### src/include/u1plus_config.svh
/* u1plus control plane
   configuration constants */

`ifndef U1PLUS_CONFIG_SVH
`define U1PLUS_CONFIG_SVH

////////////////////
// wishbone geometry

`define U1_DW           16
`define U1_AW           11
`define U1_DECODE_W     4      // top address bits pick the slot

////////////////////
// slot map, kept from the full core

`define U1_SLOT_MISC     0
`define U1_SLOT_SETTINGS 5

////////////////////
// misc slave, byte offsets in the low 7 address bits

`define U1_REG_LEDS      0
`define U1_REG_CGEN_CTRL 4
`define U1_REG_CGEN_ST   6     // read only
`define U1_REG_TEST      8
`define U1_MISC_DEFAULT  16'hBEEF

////////////////////
// settings bus and timekeeper

`define U1_SR_TIME64     28    // ticks, secs, commit
`define U1_TICKS_PER_SEC 64000000
`define U1_SET_RWIDTH    5     // 32 settings registers

`endif

### src/design/u1plus_pkg.sv
/* u1plus control plane types */

`default_nettype none

`include "u1plus_config.svh"

package u1plus_pkg;

   typedef logic [`U1_DW-1:0] wb_data_t;
   typedef logic [`U1_AW-1:0] wb_adr_t;
   typedef logic [7:0]        set_addr_t;
   typedef logic [31:0]       set_data_t;

   // seconds on top, ticks below
   typedef struct packed {
      logic [31:0] secs;
      logic [31:0] ticks;
   } vita_time_t;

   typedef enum logic [1:0] {
      slot_misc,
      slot_settings,
      slot_unmapped    // answers with zero data
   } wb_slot_e;

   typedef enum logic [6:0] {
      misc_leds      = 7'(`U1_REG_LEDS),
      misc_cgen_ctrl = 7'(`U1_REG_CGEN_CTRL),
      misc_cgen_st   = 7'(`U1_REG_CGEN_ST),
      misc_test      = 7'(`U1_REG_TEST)
   } misc_reg_e;

   typedef enum logic {
      br_idle,
      br_high_pending
   } bridge_state_e;

   // offsets from the timekeeper base
   typedef enum logic [1:0] {
      time_ticks  = 2'd0,
      time_secs   = 2'd1,
      time_commit = 2'd2
   } time_reg_e;

endpackage

`default_nettype wire

### src/design/misc_regs.sv
/* misc register slave
   leds, clock generator, test */

`timescale 1ns/1ns
`default_nettype none

`include "u1plus_config.svh"

module misc_regs
   import u1plus_pkg::*;
(
   input  wire           wb_clk,
   input  wire           wb_rst,
   input  wire           stb_i,
   input  wire           we_i,
   input  wire wb_adr_t  adr_i,
   input  wire wb_data_t dat_i,
   output wb_data_t      dat_o,
   output logic          ack_o,
   input  wire           cgen_st_status_i,
   input  wire           cgen_st_ld_i,
   input  wire           cgen_st_refmon_i,
   output logic [2:0]    leds_o,
   output logic          cgen_sync_b_o,
   output logic          cgen_ref_sel_o
);

   wb_data_t  reg_leds;
   wb_data_t  reg_cgen_ctrl;
   wb_data_t  reg_test;
   misc_reg_e offset;
   logic      wr_en;

   assign offset = misc_reg_e'(adr_i[6:0]);
   assign wr_en  = stb_i & we_i & ack_o;   // commit on the ack edge

   always_ff @(posedge wb_clk)
   begin
      if (wb_rst)
         ack_o <= 1'b0;
      else
         ack_o <= stb_i & ~ack_o;            // single pulse per access
   end

   always_ff @(posedge wb_clk)
   begin
      if (wb_rst)
      begin
         reg_leds      <= '0;
         reg_cgen_ctrl <= wb_data_t'(2'b11);  // sync_b high, ref_sel high
         reg_test      <= '0;
      end
      else if (wr_en)
      begin
         case (offset)
            misc_leds:      reg_leds      <= dat_i;
            misc_cgen_ctrl: reg_cgen_ctrl <= dat_i;
            misc_test:      reg_test      <= dat_i;
            default:        ;                 // status is read only
         endcase
      end
   end

   ////////////////////
   // readback

   always_comb
   begin
      case (offset)
         misc_leds:      dat_o = reg_leds;
         misc_cgen_ctrl: dat_o = reg_cgen_ctrl;
         misc_cgen_st:   dat_o = {{(`U1_DW-3){1'b0}}, cgen_st_status_i,
                                  cgen_st_ld_i, cgen_st_refmon_i};
         misc_test:      dat_o = reg_test;
         default:        dat_o = `U1_MISC_DEFAULT;
      endcase
   end

   // board wiring swaps led0 and led1
   assign leds_o         = {reg_leds[2], reg_leds[0], reg_leds[1]};
   assign cgen_sync_b_o  = reg_cgen_ctrl[1];
   assign cgen_ref_sel_o = reg_cgen_ctrl[0];

   a_ack_after_stb: assert property (@(posedge wb_clk) disable iff (wb_rst)
      $rose(ack_o) |-> $past(stb_i))
      else $error("misc ack without a prior strobe");

endmodule

`default_nettype wire

### src/design/settings_bridge.sv
/* 16-bit wishbone to 32-bit settings bus */

`timescale 1ns/1ns
`default_nettype none

`include "u1plus_config.svh"

module settings_bridge
   import u1plus_pkg::*;
(
   input  wire           wb_clk,
   input  wire           wb_rst,
   input  wire           stb_i,
   input  wire           we_i,
   input  wire wb_adr_t  adr_i,
   input  wire wb_data_t dat_i,
   output logic          ack_o,
   output logic          set_stb_o,
   output set_addr_t     set_addr_o,
   output set_data_t     set_data_o
);

   bridge_state_e state;
   wb_data_t      low_q;      // low half waiting for its partner
   logic          wr_ack;
   logic          hi_half;

   assign wr_ack  = stb_i & we_i & ack_o;
   assign hi_half = adr_i[1];

   always_ff @(posedge wb_clk)
   begin
      if (wb_rst)
         ack_o <= 1'b0;
      else
         ack_o <= stb_i & ~ack_o;
   end

   ////////////////////
   // half-word pairing

   always_ff @(posedge wb_clk)
   begin
      if (wb_rst)
      begin
         state     <= br_idle;
         set_stb_o <= 1'b0;
      end
      else
      begin
         set_stb_o <= 1'b0;
         if (wr_ack)
         begin
            if (!hi_half)
               state <= br_high_pending;
            else
            begin
               state     <= br_idle;
               set_stb_o <= (state == br_high_pending);  // orphan high half dropped
            end
         end
      end
   end

   always_ff @(posedge wb_clk)
   begin
      if (wr_ack)
      begin
         if (!hi_half)
            low_q <= dat_i;
         else
         begin
            set_data_o <= {dat_i, low_q};
            set_addr_o <= set_addr_t'(adr_i[2 +: `U1_SET_RWIDTH]);
         end
      end
   end

   a_stb_single: assert property (@(posedge wb_clk) disable iff (wb_rst)
      set_stb_o |=> !set_stb_o)
      else $error("settings strobe held for two cycles");

endmodule

`default_nettype wire

### src/design/u1plus_ctrl_top.sv
/* u1plus control plane top */

`timescale 1ns/1ns
`default_nettype none

`include "u1plus_config.svh"

module u1plus_ctrl_top
   import u1plus_pkg::*;
(
   input  wire                   wb_clk,
   input  wire                   wb_rst,
   // host wishbone
   input  wire                   wb_cyc_i,
   input  wire                   wb_stb_i,
   input  wire                   wb_we_i,
   input  wire wb_adr_t          wb_adr_i,
   input  wire [`U1_DW/8-1:0]    wb_sel_i,
   input  wire wb_data_t         wb_dat_i,
   output wb_data_t              wb_dat_o,
   output logic                  wb_ack_o,
   // board pins
   input  wire                   cgen_st_status_i,
   input  wire                   cgen_st_ld_i,
   input  wire                   cgen_st_refmon_i,
   input  wire                   pps_i,
   output logic [2:0]            leds_o,
   output logic                  cgen_sync_b_o,
   output logic                  cgen_ref_sel_o,
   output vita_time_t            vita_time_o,
   output logic                  pps_int_o
);

   logic      misc_stb, misc_ack;
   wb_data_t  misc_dat;
   logic      bridge_stb, bridge_ack;
   logic      set_stb;
   set_addr_t set_addr;
   set_data_t set_data;

   wb_slave_decoder decoder_i (
      .wb_clk(wb_clk), .wb_rst(wb_rst),
      .wb_cyc_i(wb_cyc_i), .wb_stb_i(wb_stb_i), .wb_adr_i(wb_adr_i),
      .misc_stb_o(misc_stb), .set_stb_o(bridge_stb),
      .misc_dat_i(misc_dat), .set_dat_i('0),       // settings slot is write only
      .misc_ack_i(misc_ack), .set_ack_i(bridge_ack),
      .wb_dat_o(wb_dat_o), .wb_ack_o(wb_ack_o));

   misc_regs misc_i (
      .wb_clk(wb_clk), .wb_rst(wb_rst),
      .stb_i(misc_stb), .we_i(wb_we_i), .adr_i(wb_adr_i), .dat_i(wb_dat_i),
      .dat_o(misc_dat), .ack_o(misc_ack),
      .cgen_st_status_i(cgen_st_status_i), .cgen_st_ld_i(cgen_st_ld_i),
      .cgen_st_refmon_i(cgen_st_refmon_i),
      .leds_o(leds_o), .cgen_sync_b_o(cgen_sync_b_o), .cgen_ref_sel_o(cgen_ref_sel_o));

   settings_bridge bridge_i (
      .wb_clk(wb_clk), .wb_rst(wb_rst),
      .stb_i(bridge_stb), .we_i(wb_we_i), .adr_i(wb_adr_i), .dat_i(wb_dat_i),
      .ack_o(bridge_ack),
      .set_stb_o(set_stb), .set_addr_o(set_addr), .set_data_o(set_data));

   vita_timekeeper time_i (
      .wb_clk(wb_clk), .wb_rst(wb_rst),
      .set_stb_i(set_stb), .set_addr_i(set_addr), .set_data_i(set_data),
      .pps_i(pps_i), .vita_time_o(vita_time_o), .pps_int_o(pps_int_o));

   // 16-bit slaves only, no byte lane writes
   a_full_word: assert property (@(posedge wb_clk) disable iff (wb_rst)
      wb_cyc_i && wb_stb_i |-> &wb_sel_i)
      else $error("partial byte select on the host bus");

endmodule

`default_nettype wire

### src/design/vita_timekeeper.sv
/* 64-bit vita time counter
   with pps aligned load */

`timescale 1ns/1ns
`default_nettype none

`include "u1plus_config.svh"

module vita_timekeeper
   import u1plus_pkg::*;
(
   input  wire            wb_clk,
   input  wire            wb_rst,
   input  wire            set_stb_i,
   input  wire set_addr_t set_addr_i,
   input  wire set_data_t set_data_i,
   input  wire            pps_i,
   output vita_time_t     vita_time_o,
   output logic           pps_int_o
);

   localparam logic [31:0] TICKS_MAX = 32'(`U1_TICKS_PER_SEC - 1);

   set_addr_t   rel_addr;
   time_reg_e   reg_sel;
   logic        hit;
   logic        commit;
   logic        load_now;
   logic        load_pps;
   logic [31:0] new_ticks;
   logic [31:0] new_secs;
   logic [2:0]  pps_sh;      // two sync stages plus edge history
   logic        pps_rise;
   logic        pps_armed;

   ////////////////////
   // settings decode

   assign rel_addr = set_addr_i - set_addr_t'(`U1_SR_TIME64);
   assign reg_sel  = time_reg_e'(rel_addr[1:0]);
   assign hit      = set_stb_i & (rel_addr[7:2] == '0);
   assign commit   = hit & (reg_sel == time_commit);
   assign load_now = commit & set_data_i[0];       // bit 0 set means load now
   assign load_pps = pps_armed & pps_rise;

   always_ff @(posedge wb_clk)
   begin
      if (hit)
      begin
         case (reg_sel)
            time_ticks: new_ticks <= set_data_i;
            time_secs:  new_secs  <= set_data_i;
            default:    ;
         endcase
      end
   end

   ////////////////////
   // pps sync and edge

   always_ff @(posedge wb_clk)
   begin
      if (wb_rst)
      begin
         pps_sh    <= '0;
         pps_int_o <= 1'b0;
         pps_armed <= 1'b0;
      end
      else
      begin
         pps_sh    <= {pps_sh[1:0], pps_i};
         pps_int_o <= pps_rise;
         if (commit)
            pps_armed <= ~set_data_i[0];
         else if (pps_rise)
            pps_armed <= 1'b0;                     // one shot
      end
   end

   assign pps_rise = pps_sh[1] & ~pps_sh[2];

   ////////////////////
   // counter

   always_ff @(posedge wb_clk)
   begin
      if (wb_rst)
         vita_time_o <= '0;
      else if (load_now || load_pps)
      begin
         vita_time_o.secs  <= new_secs;
         vita_time_o.ticks <= new_ticks;
      end
      else if (vita_time_o.ticks >= TICKS_MAX)
      begin
         vita_time_o.ticks <= '0;
         vita_time_o.secs  <= vita_time_o.secs + 32'd1;
      end
      else
         vita_time_o.ticks <= vita_time_o.ticks + 32'd1;
   end

endmodule

`default_nettype wire

### src/design/wb_slave_decoder.sv
/* wishbone slot decoder, single master */

`timescale 1ns/1ns
`default_nettype none

`include "u1plus_config.svh"

module wb_slave_decoder
   import u1plus_pkg::*;
(
   input  wire           wb_clk,
   input  wire           wb_rst,
   input  wire           wb_cyc_i,
   input  wire           wb_stb_i,
   input  wire wb_adr_t  wb_adr_i,
   output logic          misc_stb_o,
   output logic          set_stb_o,
   input  wire wb_data_t misc_dat_i,
   input  wire wb_data_t set_dat_i,
   input  wire           misc_ack_i,
   input  wire           set_ack_i,
   output wb_data_t      wb_dat_o,
   output logic          wb_ack_o
);

   logic [`U1_DECODE_W-1:0] slot_num;
   wb_slot_e                slot;
   logic                    host_req;
   logic                    unmap_stb;
   logic                    unmap_ack;

   assign slot_num = wb_adr_i[`U1_AW-1 -: `U1_DECODE_W];
   assign host_req = wb_cyc_i & wb_stb_i;

   always_comb
   begin
      case (slot_num)
         `U1_DECODE_W'(`U1_SLOT_MISC):     slot = slot_misc;
         `U1_DECODE_W'(`U1_SLOT_SETTINGS): slot = slot_settings;
         default:                          slot = slot_unmapped;
      endcase
   end

   assign misc_stb_o = host_req & (slot == slot_misc);
   assign set_stb_o  = host_req & (slot == slot_settings);
   assign unmap_stb  = host_req & (slot == slot_unmapped);

   // empty slots still ack so the host never stalls
   always_ff @(posedge wb_clk)
   begin
      if (wb_rst)
         unmap_ack <= 1'b0;
      else
         unmap_ack <= unmap_stb & ~unmap_ack;
   end

   ////////////////////
   // return path

   always_comb
   begin
      case (slot)
         slot_misc:     wb_dat_o = misc_dat_i;
         slot_settings: wb_dat_o = set_dat_i;
         default:       wb_dat_o = '0;
      endcase
      case (slot)
         slot_misc:     wb_ack_o = misc_ack_i;
         slot_settings: wb_ack_o = set_ack_i;
         default:       wb_ack_o = unmap_ack;
      endcase
   end

   a_one_strobe: assert property (@(posedge wb_clk) disable iff (wb_rst)
      $onehot0({misc_stb_o, set_stb_o, unmap_stb}))
      else $error("more than one slave strobe active");

   // each slave must answer in the cycle after the request
   a_ack_next: assert property (@(posedge wb_clk) disable iff (wb_rst)
      $rose(host_req) |=> wb_ack_o)
      else $error("slave ack missing one cycle after strobe");

endmodule

`default_nettype wire

### config.mk
export PLATFORM = sky130hd
export DESIGN_NAME = u1plus_ctrl_top
export DESIGN_NICKNAME = d
export VERILOG_FILES = /design/src/design/u1plus_pkg.sv /design/src/design/misc_regs.sv /design/src/design/settings_bridge.sv /design/src/design/u1plus_ctrl_top.sv /design/src/design/vita_timekeeper.sv /design/src/design/wb_slave_decoder.sv
export VERILOG_INCLUDE_DIRS = /design/src /design/src/include
export SDC_FILE = /design/constraint.sdc
export NUM_CORES = 1
export LEC_CHECK = 0
export ABC_CLOCK_PERIOD_IN_PS = 3900
export BUFFER_PORTS_ARGS = -buffer_cell sky130_fd_sc_hd__buf_2
export CORE_ASPECT_RATIO = 0.6
export CORE_MARGIN = 3
export CORE_UTILIZATION = 58
export DETAILED_ROUTE_END_ITERATION = 6
export PLACE_DENSITY = 0.88
export SLEW_MARGIN = 20
export SYNTH_ARGS = -nofsm -noshare
export SYNTH_HDL_FRONTEND = slang
export SYNTH_SLANG_ARGS = --single-unit
### constraint.sdc
create_clock -name wb_clk -period 3.9 [get_ports wb_clk]
set_input_delay 0 -clock wb_clk [delete_from_list [all_inputs] [get_ports wb_clk]]
set_output_delay 0 -clock wb_clk [all_outputs]
set_load 0.05 [all_outputs]
==> impl_metrics.ini <==
[status]
outcome = finished clean

[global_routing]
grt-ovfl-total = 0
grt_util_met1_pct = 38.3
grt_max_degree = 106
top_usage_layer = met2
grt_use_total_pct = 26.6
met3_usage_pct = 6.57
grt_pass1_wl_um = 38900
grt_use_met2_pct = 40.8
grt_pass1_vias = 7090
grt_antenna_before_repair = 1

[yosys]
synth_commonest_cells = dfxtp_1 (122), edfxtp_1 (117), nor2_1 (100)
yosysTopAreaCellShare_pct = 36.2
synthTopCellsByArea = edfxtp_1 (36%), dfxtp_1 (25%), mux2i_1 (3.9%)
synth.distinct_cells = 64
yosys_warnings = 0
async_reset_ff_share_pct = 0
yosysMostFrequentCell = dfxtp_1
synth_fp_nets = 918
syn_area_per_cell_um2 = 11.1
ys_ff_latch = 239
synth_edf_count = 117
synth_ff_type = dfxtp_1
synth_area_um2 = 9720
synth.largest_area_cell = edfxtp_1
syn_inst = 878
yosysSeqAreaShare_pct = 61.3

[worst_setup_path]
critPathMaxFanout = 19
crit_required_ns = 3.90
path_depth = 8
worstSetupPathType = in -> out
r2r-start = time_i.vita_time_o[28]$_SDFF_PP0_
crit_slowest_cell = nor3_4
rr_worst_depth = 7
cp-end-kind = output pin
critPathLaunch = wb_adr_i[5]
slowest_delay_ns = 0.63
cp_data_arrival_time_ns = 2.95
cp_cell_sequence = dlygate4sd3_1, buf_2, or4_4, nor3_4, nor2_1, a221oi_1, nor2_1, buf_2
cpLargestDelayFamily = simple AND/OR/NAND/NOR gates
path_buf_inv = 3
startpoint_type = input pin

[cts]
clk_latency_ns = 0.50
clkSinkCount = 239
clock-root-buffer = clkbuf_16
clkSlewWorstSetupHoldPaths_ns = 0.07
h-tree-depth = 1
clock_path_buffers = 3
cts_resized = 0
cts_tree = done
cts_buffers = 21

[sta]
finalSetupTns_ns = 0
rsz0062_at_grt = false
hold_viol_final = 0
post-route-period-util_pct = 75.7
setup_violations = 0
worst_pin_slew_ns = 1.02
fin_crit_ns = 2.95
skew_ns = 0.00839
slew_viol_final = 0
worst_hold_slack_ns = 0.0380
maxSlewHeadroom_pct = 32.1
fmax_mhz = 339

[power_and_ir_drop]
powerDensity_nw_per_um2 = 427
ir_drop_uv = 262
power_leakage_uw = 0.00433

[worst_hold_path]
hold_depth = 1
hold_start = wb_adr_i[3]
hold_class = in -> reg

[routing]
postRouteAntennaNets = 0
routed_via_density = 6.18
vias = 7699
drt-initial-drc-count = 1043
wl_per_cell_um = 20.1
detail_route.wirelength_um = 25100
first_pass_iters = 6
drc = 0

[finish]
fill_cells = 1115
num_antenna_cells = 0
syn_to_final_growth_pct = 18.0
drive_above_1_share_pct = 18.9
fin_nets = 1048

[job]
max_cap_viol_count = 0

[die]
fp.dieH_um = 106
io_pins = 125
start_util_pct = 61.3
die_area_um2 = 18400
rows = 35
coreArea_um2 = 15900
fp.dieW_um = 173

[placed_design]
numPortBuffers = 122
dp_hpwl_um = 15800
gp_congestion = 0.879
==> through the flow <==
| step | cell area, um^2 | utilization (%) | std cells | power (uW) | setup WS (ns) |
|---|---|---|---|---|---|
| 2_1_floorplan | 9720 | - | 878 | 2750 | 0.567 |
| 3_3_place_gp | 10500 | 66.0 | 1177 | 2800 | 1.02 |
| 3_5_place_dp | 10500 | 66.0 | 1177 | 2810 | 0.948 |
| 4_1_cts | 11500 | 72.3 | 1245 | 4900 | 0.891 |
| 5_1_grt | 11500 | 72.3 | 1245 | 5010 | 0.816 |
| 6_report | 11500 | 72.3 | 1245 | 4890 | 0.949 |
==> cell type report <==
| type | instances | area, um^2 | share of cell area (%) |
|---|---|---|---|
| Inverter | 6 | 22.5 | 0.197 |
| Multi-Input combinational cell | 580 | 3510 | 30.7 |
| Clock inverter | 12 | 138 | 1.20 |
| Tap cell | 222 | 278 | 2.42 |
| Timing Repair Buffer | 160 | 998 | 8.71 |
| Clock buffer | 26 | 554 | 4.84 |
| Sequential cell | 239 | 5960 | 52.0 |
==> worst paths after layout <==
kind | slack [ns] | to
min reg2reg | 0.42 | bridge_i.set_data_o[7]$_DFFE_PN_
min | 0.04 | bridge_i.set_addr_o[1]$_DFFE_PN_
max reg2reg | 0.97 | time_i.vita_time_o[57]$_SDFFE_PP0P_
max | 0.95 | wb_dat_o[9]
==> power by group <==
part / total, uW / internal, uW / switching (uW)
Sequential: 2620 / 2620 / 5.22
Combinational: 154 / 51.9 / 102
Clock: 2110 / 1210 / 900
==> worst register-to-register path: stages, from the launching register on <==
cell and delay [ns]:
dfxtp_1 0.31, or4_1 0.51, nor3_1 0.54, o211ai_1 0.29, nor2_4 0.58, buf_12 0.28, a21oi_1 0.10, o32ai_1 0.19
==> cell families (layout without fill, tap and decap cells) <==
group / Yosys count / count (layout) / share of synthesized area [%]
AO/OA/AOI/OAI: 170 / 170 / 11.2
XOR/XNOR: 24 / 24 / 2.16
adder cells (fa/ha/maj): 2 / 2 / 0.257
buffers and inverters: 59 / 204 / 2.85
flip-flops: 239 / 239 / 61.3
multiplexers: 51 / 51 / 5.42
AND/OR/NAND/NOR: 333 / 333 / 16.8
==> registers in the layout, indices dropped and copies added, names as in the netlist, 16 cells and up <==
signal / flops
time_i.new_ticks: 32
misc_i.reg_leds: 16
time_i.new_secs: 32
misc_i.reg_cgen_ctrl: 16
bridge_i.set_data_o: 32
time_i.vita_time_o: 64
bridge_i.low_q: 16
misc_i.reg_test: 16
==> cell usage in the layout (no fill, tap or decap), drive strengths merged, types with 3 or more instances in the layout <==
| master | netlist | final |
|---|---|---|
| a21o | 3 | 3 |
| a21oi | 55 | 55 |
| a221oi | 13 | 13 |
| a22oi | 27 | 27 |
| a31oi | 9 | 9 |
| and2 | 11 | 11 |
| and3 | 20 | 20 |
| and4 | 6 | 6 |
| buf | 20 | 130 |
| bufinv | 0 | 3 |
| clkbuf | 33 | 26 |
| clkinv | 0 | 6 |
| dfxtp | 122 | 122 |
| dlygate4sd3 | 0 | 30 |
| edfxtp | 117 | 117 |
| inv | 6 | 8 |
| mux2 | 13 | 13 |
| mux2i | 38 | 38 |
| nand2 | 96 | 96 |
| nand3 | 35 | 35 |
| nand4 | 16 | 16 |
| nand4b | 3 | 3 |
| nor2 | 102 | 102 |
| nor2b | 3 | 3 |
| nor3 | 15 | 15 |
| nor3b | 4 | 4 |
| nor4 | 10 | 10 |
| o21a | 3 | 3 |
| o21ai | 34 | 34 |
| o31ai | 9 | 9 |
| o32ai | 4 | 4 |
| o41ai | 3 | 3 |
| or2 | 3 | 3 |
| or4 | 3 | 3 |
| xnor2 | 17 | 17 |
| xor2 | 7 | 7 |
==> layer usage <==
layer / share of wire, % / wire, um / vias to the layer above
met5: 0.052 / 13 / -
met4: 2.9 / 736 / 2
met3: 12 / 3050 / 71
met2: 44 / 11100 / 499
met1: 41 / 10200 / 3656
li1: - / - / 3471
==> what timing repair did <==
action | in CTS | in global routing
endpoints found under the hold margin | 91 | 0
hold buffers | 30 | 0
setup buffers | 0 | 0
endpoints found under the setup margin | 0 | 0
(Power assumes the default switching activity.)
